### src/rtl/mcpu_pkg.sv
`default_nettype none

package mcpu_pkg;

	localparam int DATA_W    = 32;
	localparam int REG_NUM   = 16;
	localparam int MEM_WORDS = 64;
	localparam int MEM_AW    = 6;

	////////////////////////////////////////////////////////////
	// Instruction encodings
	////////////////////////////////////////////////////////////

	typedef enum logic [5:0] {
		OP_RTYPE = 6'h00,
		OP_BEQ   = 6'h04,
		OP_ADDI  = 6'h08,
		OP_LW    = 6'h23,
		OP_SW    = 6'h2b,
		OP_HALT  = 6'h3f
	} opcode_e;

	typedef enum logic [5:0] {
		FN_ADD = 6'h20,
		FN_SUB = 6'h22,
		FN_AND = 6'h24,
		FN_OR  = 6'h25,
		FN_SLT = 6'h2a
	} funct_e;

	typedef enum logic [2:0] {
		ALU_ADD,
		ALU_SUB,
		ALU_AND,
		ALU_OR,
		ALU_SLT
	} alu_op_e;

	typedef enum logic [2:0] {
		ST_FETCH,
		ST_DECODE,
		ST_EXEC,
		ST_MEM_RD,
		ST_MEM_WR,
		ST_WB,
		ST_HALT
	} state_e;

	// Strobes and selects from controller to datapath
	typedef struct packed {
		logic    ir_load;
		logic    pc_inc;
		logic    branch;
		logic    c_load;
		logic    dr_load;
		logic    alu_src_imm;
		alu_op_e alu_op;
		logic    memtoreg;
		logic    regdst;
		logic    write_reg;
		logic    mem_we;
		logic    mem_addr_c;
	} ctrl_t;

endpackage

`default_nettype wire
### src/rtl/mcpu_top.sv
`timescale 1ns/1ps
`default_nettype none

module mcpu_top import mcpu_pkg::*; (
	input  wire logic              clk,
	input  wire logic              rst,
	input  wire logic              load_en,
	input  wire logic [MEM_AW-1:0] load_addr,
	input  wire logic [DATA_W-1:0] load_data,
	input  wire logic [3:0]        reg_sel,
	output logic [DATA_W-1:0]      reg_view,
	output logic [7:0]             led_out,
	output logic                   halted
);

	ctrl_t             ctrl;
	opcode_e           opcode;
	logic [5:0]        funct;
	logic              zero;
	logic [MEM_AW-1:0] mem_addr;
	logic [DATA_W-1:0] mem_wdata;
	logic [DATA_W-1:0] mem_rdata;

	mcpu_ctrl x_ctrl (
		.clk    (clk),
		.rst    (rst),
		.opcode (opcode),
		.funct  (funct),
		.zero   (zero),
		.ctrl   (ctrl),
		.halted (halted)
	);

	mcpu_datapath x_dp (
		.clk       (clk),
		.rst       (rst),
		.ctrl      (ctrl),
		.mem_rdata (mem_rdata),
		.sel       (reg_sel),
		.mem_addr  (mem_addr),
		.mem_wdata (mem_wdata),
		.opcode    (opcode),
		.funct     (funct),
		.zero      (zero),
		.view      (reg_view),
		.r6_byte   (led_out)
	);

	mcpu_mem x_mem (
		.clk       (clk),
		.addr      (mem_addr),
		.wdata     (mem_wdata),
		.we        (ctrl.mem_we),
		.rdata     (mem_rdata),
		.load_en   (load_en),
		.load_addr (load_addr),
		.load_data (load_data)
	);

endmodule

`default_nettype wire

### src/rtl/mcpu_mem.sv
`timescale 1ns/1ps
`default_nettype none

module mcpu_mem import mcpu_pkg::*; (
	input  wire logic              clk,
	input  wire logic [MEM_AW-1:0] addr,
	input  wire logic [DATA_W-1:0] wdata,
	input  wire logic              we,
	output logic [DATA_W-1:0]      rdata,
	input  wire logic              load_en,
	input  wire logic [MEM_AW-1:0] load_addr,
	input  wire logic [DATA_W-1:0] load_data
);

	logic [DATA_W-1:0] mem [MEM_WORDS];

	// Same-cycle read for fetch and lw
	assign rdata = mem[addr];

	// Program load wins over a core store
	always_ff @(posedge clk)
	begin
		if (load_en)
			mem[load_addr] <= load_data;
		else if (we)
			mem[addr] <= wdata;
	end

endmodule

`default_nettype wire

### src/rtl/mcpu_datapath.sv
`timescale 1ns/1ps
`default_nettype none

module mcpu_datapath import mcpu_pkg::*; (
	input  wire logic              clk,
	input  wire logic              rst,
	input  wire ctrl_t             ctrl,
	input  wire logic [DATA_W-1:0] mem_rdata,
	input  wire logic [3:0]        sel,
	output logic [MEM_AW-1:0]      mem_addr,
	output logic [DATA_W-1:0]      mem_wdata,
	output opcode_e                opcode,
	output logic [5:0]             funct,
	output logic                   zero,
	output logic [DATA_W-1:0]      view,
	output logic [7:0]             r6_byte
);

	logic [DATA_W-1:0] pc;
	logic [DATA_W-1:0] ir;
	logic [DATA_W-1:0] dr;
	logic [DATA_W-1:0] c_reg;
	logic [DATA_W-1:0] rdata_a;
	logic [DATA_W-1:0] rdata_b;
	logic [DATA_W-1:0] imm_sext;
	logic [DATA_W-1:0] br_target;
	logic [DATA_W-1:0] alu_b;
	logic [DATA_W-1:0] alu_y;

	assign opcode = opcode_e'(ir[31:26]);
	assign funct  = ir[5:0];

	assign imm_sext  = {{(DATA_W-16){ir[15]}}, ir[15:0]};
	// PC already points past the beq
	assign br_target = pc + {imm_sext[DATA_W-3:0], 2'b00};
	assign alu_b     = ctrl.alu_src_imm ? imm_sext : rdata_b;

	// Word addressing
	assign mem_addr  = ctrl.mem_addr_c ? c_reg[MEM_AW+1:2] : pc[MEM_AW+1:2];
	assign mem_wdata = rdata_b;

	always_ff @(posedge clk or posedge rst)
	begin
		if (rst)
		begin
			pc <= '0;
			ir <= '0;
		end
		else
		begin
			if (ctrl.pc_inc)
				pc <= pc + 4;
			else if (ctrl.branch)
				pc <= br_target;
			if (ctrl.ir_load)
				ir <= mem_rdata;
		end
	end

	always_ff @(posedge clk)
	begin
		if (ctrl.dr_load)
			dr <= mem_rdata;
		if (ctrl.c_load)
			c_reg <= alu_y;
	end

	reg_wrapper x_wrap (
		.clk       (clk),
		.rst       (rst),
		.ir_data   (ir),
		.dr_data   (dr),
		.c_data    (c_reg),
		.memtoreg  (ctrl.memtoreg),
		.regdst    (ctrl.regdst),
		.write_reg (ctrl.write_reg),
		.sel       (sel),
		.rdata_a   (rdata_a),
		.rdata_b   (rdata_b),
		.view      (view),
		.r6_byte   (r6_byte)
	);

	alu x_alu (
		.a    (rdata_a),
		.b    (alu_b),
		.op   (ctrl.alu_op),
		.y    (alu_y),
		.zero (zero)
	);

endmodule

`default_nettype wire

### src/rtl/mcpu_ctrl.sv
`timescale 1ns/1ps
`default_nettype none

module mcpu_ctrl import mcpu_pkg::*; (
	input  wire logic       clk,
	input  wire logic       rst,
	input  wire opcode_e    opcode,
	input  wire logic [5:0] funct,
	input  wire logic       zero,
	output ctrl_t           ctrl,
	output logic            halted
);

	state_e state;
	state_e state_nxt;

	function automatic alu_op_e fn_to_alu(input logic [5:0] fn);
		alu_op_e op;
		case (funct_e'(fn))
			FN_SUB:  op = ALU_SUB;
			FN_AND:  op = ALU_AND;
			FN_OR:   op = ALU_OR;
			FN_SLT:  op = ALU_SLT;
			default: op = ALU_ADD;
		endcase
		return op;
	endfunction

	always_ff @(posedge clk or posedge rst)
	begin
		if (rst)
			state <= ST_FETCH;
		else
			state <= state_nxt;
	end

	////////////////////////////////////////////////////////////
	// Next state
	////////////////////////////////////////////////////////////

	always_comb
	begin
		state_nxt = state;
		case (state)
			ST_FETCH:
				state_nxt = ST_DECODE;
			ST_DECODE:
			begin
				case (opcode)
					OP_RTYPE, OP_ADDI, OP_LW, OP_SW, OP_BEQ:
						state_nxt = ST_EXEC;
					// Halt and anything unknown
					default:
						state_nxt = ST_HALT;
				endcase
			end
			ST_EXEC:
			begin
				case (opcode)
					OP_RTYPE, OP_ADDI: state_nxt = ST_WB;
					OP_LW:             state_nxt = ST_MEM_RD;
					OP_SW:             state_nxt = ST_MEM_WR;
					default:           state_nxt = ST_FETCH;
				endcase
			end
			ST_MEM_RD:
				state_nxt = ST_WB;
			ST_MEM_WR, ST_WB:
				state_nxt = ST_FETCH;
			default:
				state_nxt = ST_HALT;
		endcase
	end

	////////////////////////////////////////////////////////////
	// Control outputs per state
	////////////////////////////////////////////////////////////

	always_comb
	begin
		ctrl = '0;
		ctrl.alu_op = ALU_ADD;
		case (state)
			ST_FETCH:
			begin
				ctrl.ir_load = 1'b1;
				ctrl.pc_inc  = 1'b1;
			end
			ST_EXEC:
			begin
				ctrl.c_load      = 1'b1;
				ctrl.alu_src_imm = (opcode != OP_RTYPE) && (opcode != OP_BEQ);
				if (opcode == OP_RTYPE)
					ctrl.alu_op = fn_to_alu(funct);
				else if (opcode == OP_BEQ)
					ctrl.alu_op = ALU_SUB;
				// Taken only on equal operands
				ctrl.branch = (opcode == OP_BEQ) && zero;
			end
			ST_MEM_RD:
			begin
				ctrl.mem_addr_c = 1'b1;
				ctrl.dr_load    = 1'b1;
			end
			ST_MEM_WR:
			begin
				ctrl.mem_addr_c = 1'b1;
				ctrl.mem_we     = 1'b1;
			end
			ST_WB:
			begin
				ctrl.write_reg = 1'b1;
				ctrl.regdst    = (opcode == OP_RTYPE);
				ctrl.memtoreg  = (opcode == OP_LW);
			end
			default:
				ctrl.alu_op = ALU_ADD;
		endcase
	end

	assign halted = (state == ST_HALT);

endmodule

`default_nettype wire

### src/rtl/alu.sv
`timescale 1ns/1ps
`default_nettype none

module alu import mcpu_pkg::*; (
	input  wire logic [DATA_W-1:0] a,
	input  wire logic [DATA_W-1:0] b,
	input  wire alu_op_e           op,
	output logic [DATA_W-1:0]      y,
	output logic                   zero
);

	always_comb
	begin
		case (op)
			ALU_ADD:
				y = a + b;
			ALU_SUB:
				y = a - b;
			ALU_AND:
				y = a & b;
			ALU_OR:
				y = a | b;
			ALU_SLT:
			begin
				// Signed compare
				y = '0;
				y[0] = $signed(a) < $signed(b);
			end
			default:
				y = a + b;
		endcase
	end

	// beq relies on a subtract result of zero
	assign zero = (y == '0);

endmodule

`default_nettype wire

### src/rtl/reg_wrapper.sv
`timescale 1ns/1ps
`default_nettype none

module reg_wrapper import mcpu_pkg::*; (
	input  wire logic              clk,
	input  wire logic              rst,
	input  wire logic [DATA_W-1:0] ir_data,
	input  wire logic [DATA_W-1:0] dr_data,
	input  wire logic [DATA_W-1:0] c_data,
	input  wire logic              memtoreg,
	input  wire logic              regdst,
	input  wire logic              write_reg,
	input  wire logic [3:0]        sel,
	output logic [DATA_W-1:0]      rdata_a,
	output logic [DATA_W-1:0]      rdata_b,
	output logic [DATA_W-1:0]      view,
	output logic [7:0]             r6_byte
);

	logic [4:0]        rs;
	logic [4:0]        rt;
	logic [4:0]        rd;
	logic [4:0]        dest;
	logic [DATA_W-1:0] wb_data;

	// MIPS field positions
	assign rs = ir_data[25:21];
	assign rt = ir_data[20:16];
	assign rd = ir_data[15:11];

	assign dest    = regdst ? rd : rt;
	assign wb_data = memtoreg ? dr_data : c_data;

	reg_file x_regs (
		.clk     (clk),
		.rst     (rst),
		.rnum_a  (rs),
		.rnum_b  (rt),
		.wnum    (dest),
		.wdata   (wb_data),
		.we      (write_reg),
		.sel     (sel),
		.rdata_a (rdata_a),
		.rdata_b (rdata_b),
		.view    (view),
		.r6_byte (r6_byte)
	);

endmodule

`default_nettype wire

### src/rtl/reg_file.sv
`timescale 1ns/1ps
`default_nettype none

module reg_file import mcpu_pkg::*; (
	input  wire logic              clk,
	input  wire logic              rst,
	input  wire logic [4:0]        rnum_a,
	input  wire logic [4:0]        rnum_b,
	input  wire logic [4:0]        wnum,
	input  wire logic [DATA_W-1:0] wdata,
	input  wire logic              we,
	input  wire logic [3:0]        sel,
	output logic [DATA_W-1:0]      rdata_a,
	output logic [DATA_W-1:0]      rdata_b,
	output logic [DATA_W-1:0]      view,
	output logic [7:0]             r6_byte
);

	logic [DATA_W-1:0] regs [REG_NUM];

	// Numbers past the array fall back to r0
	function automatic logic [DATA_W-1:0] pick(input logic [4:0] num);
		logic [DATA_W-1:0] val;
		val = regs[0];
		if (num < 5'(REG_NUM))
			val = regs[num[3:0]];
		return val;
	endfunction

	assign r6_byte = regs[6][7:0];

	// Write cycles freeze the read ports
	always_ff @(posedge clk or posedge rst)
	begin
		if (rst)
		begin
			for (int i = 0; i < REG_NUM; i++)
				regs[i] <= '0;
			rdata_a <= '0;
			rdata_b <= '0;
			view    <= '0;
		end
		else if (we)
		begin
			// r0 stays zero
			if (wnum != 5'd0 && wnum < 5'(REG_NUM))
				regs[wnum[3:0]] <= wdata;
		end
		else
		begin
			rdata_a <= pick(rnum_a);
			rdata_b <= pick(rnum_b);
			view    <= regs[sel];
		end
	end

endmodule

`default_nettype wire

### config.mk
export PLATFORM = sky130hd
export DESIGN_NAME = mcpu_top
export DESIGN_NICKNAME = d
export VERILOG_FILES = /design/src/rtl/mcpu_pkg.sv /design/src/rtl/mcpu_top.sv /design/src/rtl/mcpu_mem.sv /design/src/rtl/mcpu_datapath.sv /design/src/rtl/mcpu_ctrl.sv /design/src/rtl/alu.sv /design/src/rtl/reg_wrapper.sv /design/src/rtl/reg_file.sv
export SDC_FILE = /design/constraint.sdc
export NUM_CORES = 2
export LEC_CHECK = 0
export BUFFER_PORTS_ARGS = -buffer_cell sky130_fd_sc_hd__buf_4
export CAP_MARGIN = 0
export CORE_MARGIN = 5
export CORE_UTILIZATION = 30
export CTS_CLUSTER_DIAMETER = 80
export DETAILED_ROUTE_END_ITERATION = 6
export PLACE_DENSITY = 0.43
export SLEW_MARGIN = 20
export SYNTH_ARGS = -nofsm -noshare
export SYNTH_HDL_FRONTEND = slang
export SYNTH_SLANG_ARGS = --single-unit
export TNS_END_PERCENT = 20
### constraint.sdc
create_clock -name clk -period 30 [get_ports clk]
set_clock_uncertainty 0.05 [all_clocks]
set_input_delay 4.5 -clock clk [delete_from_list [all_inputs] [get_ports clk]]
set_output_delay 4.5 -clock clk [all_outputs]
set_load 0.05 [all_outputs]
Word level (Yosys, flattened, before mapping)
Memories as Yosys holds them, arrays and structs flattened.
Index checks and enable logic that the tools add are counted.
- flip-flop bits (word level): 739
- bits in writable memories: 2048
- bits of input ports: 45
- output and inout bits: 41
- logic and storage cells: 122
- memories: 1
- memories (memory ; depth ; bits a word ; read ports ; clocked after memory_dff ; wr ports ; RTL line ; RTL):
    x_mem.mem ; 64 ; 32 ; 1 ; 0 ; 1 ; mcpu_mem.sv:15 ; logic [DATA_W-1:0] mem [MEM_WORDS];
- $add $sub $neg: 4
- $lt $le $gt $ge: 9
- equality and inequality tests: 19
- multiplexer cells: 43
- bitwise gates (word level): 6
- reductions and logical operators: 16
- operators with widths (kind ; number):
    512-bit bitwise mux ; 1
    32-bit 2-to-1 mux ; 14
    32-bit binary-select mux with 4-bit select ; 3
    32-bit demux with 4-bit select ; 1
    32-bit one-hot mux with 4 select lines ; 1
    32-bit adder ; 2
    6-bit == test (second input constant) ; 6
    32-bit by 3-bit adder with 32-bit output (second input constant) ; 1
    32-bit AND ; 1
    32-bit logical NOT ; 1
    32-bit < comparator ; 1
    32-bit bitwise OR ; 1
    32-bit OR reduction ; 1
    32-bit subtractor ; 1
    5-bit greater-or-equal comparator (second input constant) ; 4
    4-bit NOT with 5-bit output ; 4
    5-bit < comparator (second input constant) ; 3
    3-bit one-hot mux with 5 select lines ; 1
    3-bit by 2-bit == test with 1-bit output (second input constant) ; 4
    3-bit == test (second input constant) ; 4
    3-bit 2-to-1 mux ; 4
    6-bit 2-to-1 mux ; 2
    3-bit one-hot mux with 4 select lines ; 1
    1-bit 2-to-1 mux ; 11
    17 further kinds ; 24

Logic depth before layout (Yosys ltp)
- word-level depth: 11
- depth in mapped cells: 23
- mapped depth without buffers: 19

Cells and area by module
From an unflattened synthesis, not the netlist that was laid out.
- cell total of the unflattened synthesis: 6718
- area, all modules: 123068.0 um^2
- modules (own cells, without submodules) (module ; times used ; cells each ; area each (um^2)):
    mcpu_mem ; 1 ; 3349 ; 78200.0
    reg_file ; 1 ; 2198 ; 34329.2
    alu ; 1 ; 812 ; 5459.0
    mcpu_datapath ; 1 ; 262 ; 4093.9
    reg_wrapper ; 1 ; 41 ; 600.6
    mcpu_ctrl ; 1 ; 56 ; 385.4

Worst setup path after synthesis
Ideal clock, no wire load.
- path kind: input -> register
- from: input load_en
- to: memory x_mem.mem[15][0], enable pin
- library setup time: 0.421 ns
- arrival time: 7.077 ns
- slack: 22.452 ns
- stages: 5
- cells stage by stage: or3_1 > clkbuf_1 > o31ai_1 > nand3_1 > nor2_1
- longest elaborated chain between the ends: 4
- elaborated cells on any way between the ends: 7
- those cells by class: mux (6); reduce/logical (1)
- RTL lines (item ; RTL line ; RTL):
    from (decl) ; mcpu_top.sv:7 ; input wire logic load_en,
    1-bit 2-to-1 mux ; mcpu_mem.sv:23 ; if (load_en)
    1-bit 2-to-1 mux (implied by the code) ; mcpu_mem.sv:26 ; mem[addr] <= wdata;
    32-bit OR reduction (no source line) ; - ;
    6-bit 2-to-1 mux (no source line) / 1-bit 2-to-1 mux (equally long branches) ; - ;
    to (decl) ; mcpu_mem.sv:15 ;
Several ways; a longest one is shown, not always the timed one.

Final worst setup path
- from: register x_ctrl.state[1]
- to: register x_dp.ir[24]
- longest elaborated chain between the ends: 5
- elaborated cells on any way between the ends: 8
- those cells by class: eq/ne (2); mux (3); reduce/logical (2); memory (1)
- RTL lines (item ; RTL line ; RTL):
    from (decl) ; mcpu_ctrl.sv:14 ; state_e state;
    from (signal assigned) ; mcpu_ctrl.sv:34 ; state <= state_nxt;
    3-bit by 2-bit == test with 1-bit output / 3-bit == test (equally long branches) ; mcpu_ctrl.sv:83 ; case (state)
    2-bit OR reduction (no source line) * ; - ;
    1-bit 2-to-1 mux * ; mcpu_ctrl.sv:83 ;
    6-bit 2-to-1 mux * ; mcpu_datapath.sv:39 ; assign mem_addr = ctrl.mem_addr_c ? c_reg[MEM_AW+1:2] : pc[MEM_AW+1:2];
    memory read 64 x 32 bit * ; - ;
    named net mem_rdata[24] ; mcpu_top.sv:22 ; logic [DATA_W-1:0] mem_rdata;
    to (signal assigned) ; mcpu_datapath.sv:56 ; ir <= mem_rdata;
    to (decl) ; mcpu_datapath.sv:20 ; logic [DATA_W-1:0] ir;
The timed path passes the listed nets; every way through them passes the cells marked *.
A chain may end at the register's enable or synchronous reset.

==> impl_results.md <==
* HPWL after detailed placement at 276 mm
* WL/cell at 28.9 µm
* I/O pin total at 86
* Final min period at between 8000 and 9000 ps
* Max FFs per register at roughly 2.0k
* CTS Sinks at between 2k and 3k
* Hold WS at a little over 400 ps
* Fin Setup TNS at 0 ps
* Most flop-heavy register: x_mem.mem
* Sw power at roughly 8.5 mW
* Cell chain of the critical path: clkinv_1 -> nor3_1 -> o21ai_0 -> o211ai_1 -> buf_4 -> buf_4 -> buf_12 -> buf_4 -> buf_4 -> nand2_1 -> and3_1 -> a311oi_1 -> a311oi_1 -> a211oi_1 -> a21oi_1 -> mux2i_1 -> mux2_2
* Core area at slightly above 0.4 mm²
* Max Cap Viol at 0
* Critical path's largest stage delay at 740 ps
* Largest regs: x_mem.mem x2048, x_dp.x_wrap.x_regs.regs x504
* Crit-path max FO at roughly 140
* TritonRoute pass-1 iters at 6
* ANT nets after route at 0
* Slew margin rel. at 0.108
* First-pass GRT wire length at roughly 640 mm
* Asr flop ratio synth at 0.235
* Final hold violations at 0
* DRT iter0 DRCs at a little over 8k
* Final Slew Violations at 0
* Syn. warnings at 0
* Fill cell count at between 40k and 50k
* Final setup fails at 0
* Post-Synthesis Cells at 10.1k
* R2r startpoint: x_ctrl.state[1]$_DFF_PP0_
* Crit path buffers/inverters at 6
* Layout cell share with drive strength beyond 1 at 0.146
* Hold Startpoint: x_dp.x_wrap.x_regs.regs[502]$_DFFE_PP0P_
* Cts bufs inserted at between 300 and 400
* Post-synthesis cell area at between 0.1 and 0.15 mm²
* Commonest non-fill, non-tap cell in the layout: nand2_1
* Placer Congestion at between 0.8 and 0.9
* Synth Area per Inst at roughly 12 µm²
* Synth area leaders: edfxtp_1 51%, dfrtp_1 13%, mux4_2 8.7%, nand2_1 8.2%, a311oi_1 2.7%
* Area of the multi-input gates at 0.0424 mm²
* LEAKAGE at 51.3 nW
* Outcome: finished clean
* Switching share of power at 0.469
* Worst setup path startpoint: x_ctrl.state[1]$_DFF_PP0_
* Slowest-stage cell, CP: a211oi_1
* Post-synth EDFFs at about 2.1k
* Commonest cells after routing, fill and taps aside: 2,683 x nand2_1, 2,112 x edfxtp_1, 639 x dfrtp_1
* Critical path endpoint category: flop
* Top cell type's share of synthesized area at 0.508
* Reg-to-reg slack, setup at 21,930 ps
* P&R area growth vs syn at 14.5%
* CP top delay family: buffers and inverters
* Sequential Power Share at 0.291
* Nets at approximately 10k
* Sequential area share after synthesis at 0.638
* Via count at 84.4k
* WP data arrival at between 8000 and 9000 ps
* Vias/cell at 5.38
* Internal power at between 9 and 10 mW
* Power Density at approximately 130 mW/mm²
* Register area at around 0.08 mm²
* Maximum vdd drop at about 0.11 mV
* #FFs+latches synth at roughly 2.8k
* Post CTS Setup Buffer Count at 0
* Clock transition at path regs at 60 ps
* Fin crit share at 0.269
* Most frequent CP cell: buf_4
* Largest net degree at the start of global routing at 138
* Die width at 655 µm
* Die area at 0.429 mm²
* Clock Power Share at 0.214
* Nature of the critical path startpoint: flop
* Worst setup path category: flop to flop
* Min-delay worst type: flop to flop
* Total grt overflow at 0
* Row count at 236
* RSZ-0062 raised after global routing: false
* Gate power share at 0.495
* Maximum clock frequency at between 100 and 150 MHz
* Final WL at between 400 and 500 mm
* Distinct cells, synth at 84
* TritonCTS clock tree: yes
* Initial antenna violation count at 25
* Worst path required time at roughly 30,000 ps
* Post-CTS Hold Buffers at 0
* CTS H-Tree Depth at 5
* Skew-Pair Late Insertion Delay at 960 ps
* CTS max path bufs at 4
* Ys flop type: edfxtp_1
* Root buffer cell: clkbuf_16
* GRT Total Usage at 0.206
* Residual DRC at 0
* Top cell type by total area after synthesis: edfxtp_1
* PostCTS Resize Cnt at 0
* Slew @ Worst Pin at about 1300 ps
* Starting Density at 0.301
* Die Y at ~660 µm
* Port bufs at 85
* Number of global-route vias before repair at 81.5k
* Syn Nets at 10.3k
metrics by stage:
stage | area (µm²) | utilization | instances | total power, mW | worst slack [ps]
floorplan | 125000 | - | 10132 | 10.4 | 7270
global placement | 132000 | 0.318 | 15077 | 14.2 | 20850
detailed placement | 132000 | 0.319 | 15091 | 14.3 | 20670
CTS | 142000 | 0.344 | 15653 | 18.2 | 21670
global route | 143000 | 0.345 | 15681 | 18.9 | 21120
finish | 143000 | 0.345 | 15692 | 18.1 | 21930
worst paths after layout:
| check | endpoint | cells past startpoint |
|---|---|---|
| min | x_dp.x_wrap.x_regs.regs[502]$_DFFE_PP0P_ | 0 |
| min reg2reg | x_dp.x_wrap.x_regs.regs[502]$_DFFE_PP0P_ | 0 |
| max in group asynchronous | x_dp.x_wrap.x_regs.regs[14]$_DFFE_PP0P_ | 7 |
| max reg2reg | x_dp.ir[24]$_DFFE_PP0P_ | 17 |
| min in group asynchronous | x_dp.x_wrap.x_regs.regs[258]$_DFFE_PP0P_ | 2 |
| max | x_dp.ir[24]$_DFFE_PP0P_ | 17 |
layer usage:
| metal | track usage | vias to the layer above | part of all wire |
|---|---|---|---|
| met5 | 0.00385 | - | 0.00061 |
| met4 | 0.0595 | 10 | 0.032 |
| met3 | 0.0293 | 651 | 0.058 |
| met2 | 0.340 | 2817 | 0.48 |
| met1 | 0.282 | 43753 | 0.43 |
| li1 | - | 37167 | - |
power by group through the flow:
| stage | clock (mW) | combinational [mW] | sequential, mW |
|---|---|---|---|
| after floorplan | 0 | 5.29 | 5.09 |
| after global placement | 0 | 8.89 | 5.32 |
| after detailed placement | 0 | 8.93 | 5.35 |
| after CTS | 3.97 | 8.95 | 5.27 |
| after global routing | 4.12 | 9.49 | 5.33 |
| final | 3.88 | 8.96 | 5.27 |
synthesized netlist by cell type (23+ instances only):
master    instances
mux2i_1         143
a31oi_1         141
clkbuf_1        698
buf_1           101
edfxtp_1       2112
a311oi_1        386
ha_1            102
o31ai_1          26
nand3_1         546
mux2_2           47
inv_1           103
a211oi_1         75
nor2_1          360
nor3_1           30
o21ai_0         413
and3_1          262
mux4_2          480
xnor2_1          23
dfrtp_1         649
nand2_1        2725
a21oi_1         419
final cells by class:
| cell class | instances | area share |
|---|---|---|
| Sequential cell | 2761 | 0.558 |
| Multi-Input combinational cell | 6445 | 0.297 |
| Clock buffer | 396 | 0.0591 |
| Tap cell | 5474 | 0.0479 |
| Timing Repair Buffer | 331 | 0.0231 |
| Clock inverter | 166 | 0.0121 |
| Inverter | 106 | 0.00284 |
| Antenna cell | 13 | 0.000228 |
cells by family after synthesis:
family          synth area share
simple gates               0.136
xor+xnor                 0.00168
mux                        0.103
buf+inv                   0.0283
flops                      0.638
fa+ha+maj                 0.0107
compound gates            0.0827
worst reg2reg max path, delay by kind of cell, from the launching register on:
kind	cells	cell delay, ps
flip-flops	1	700
AO/OA/AOI/OAI	6	2060
AND/OR/NAND/NOR	3	670
buffers and inverters	6	3730
multiplexers	2	790
(Power assumes the default switching activity.)
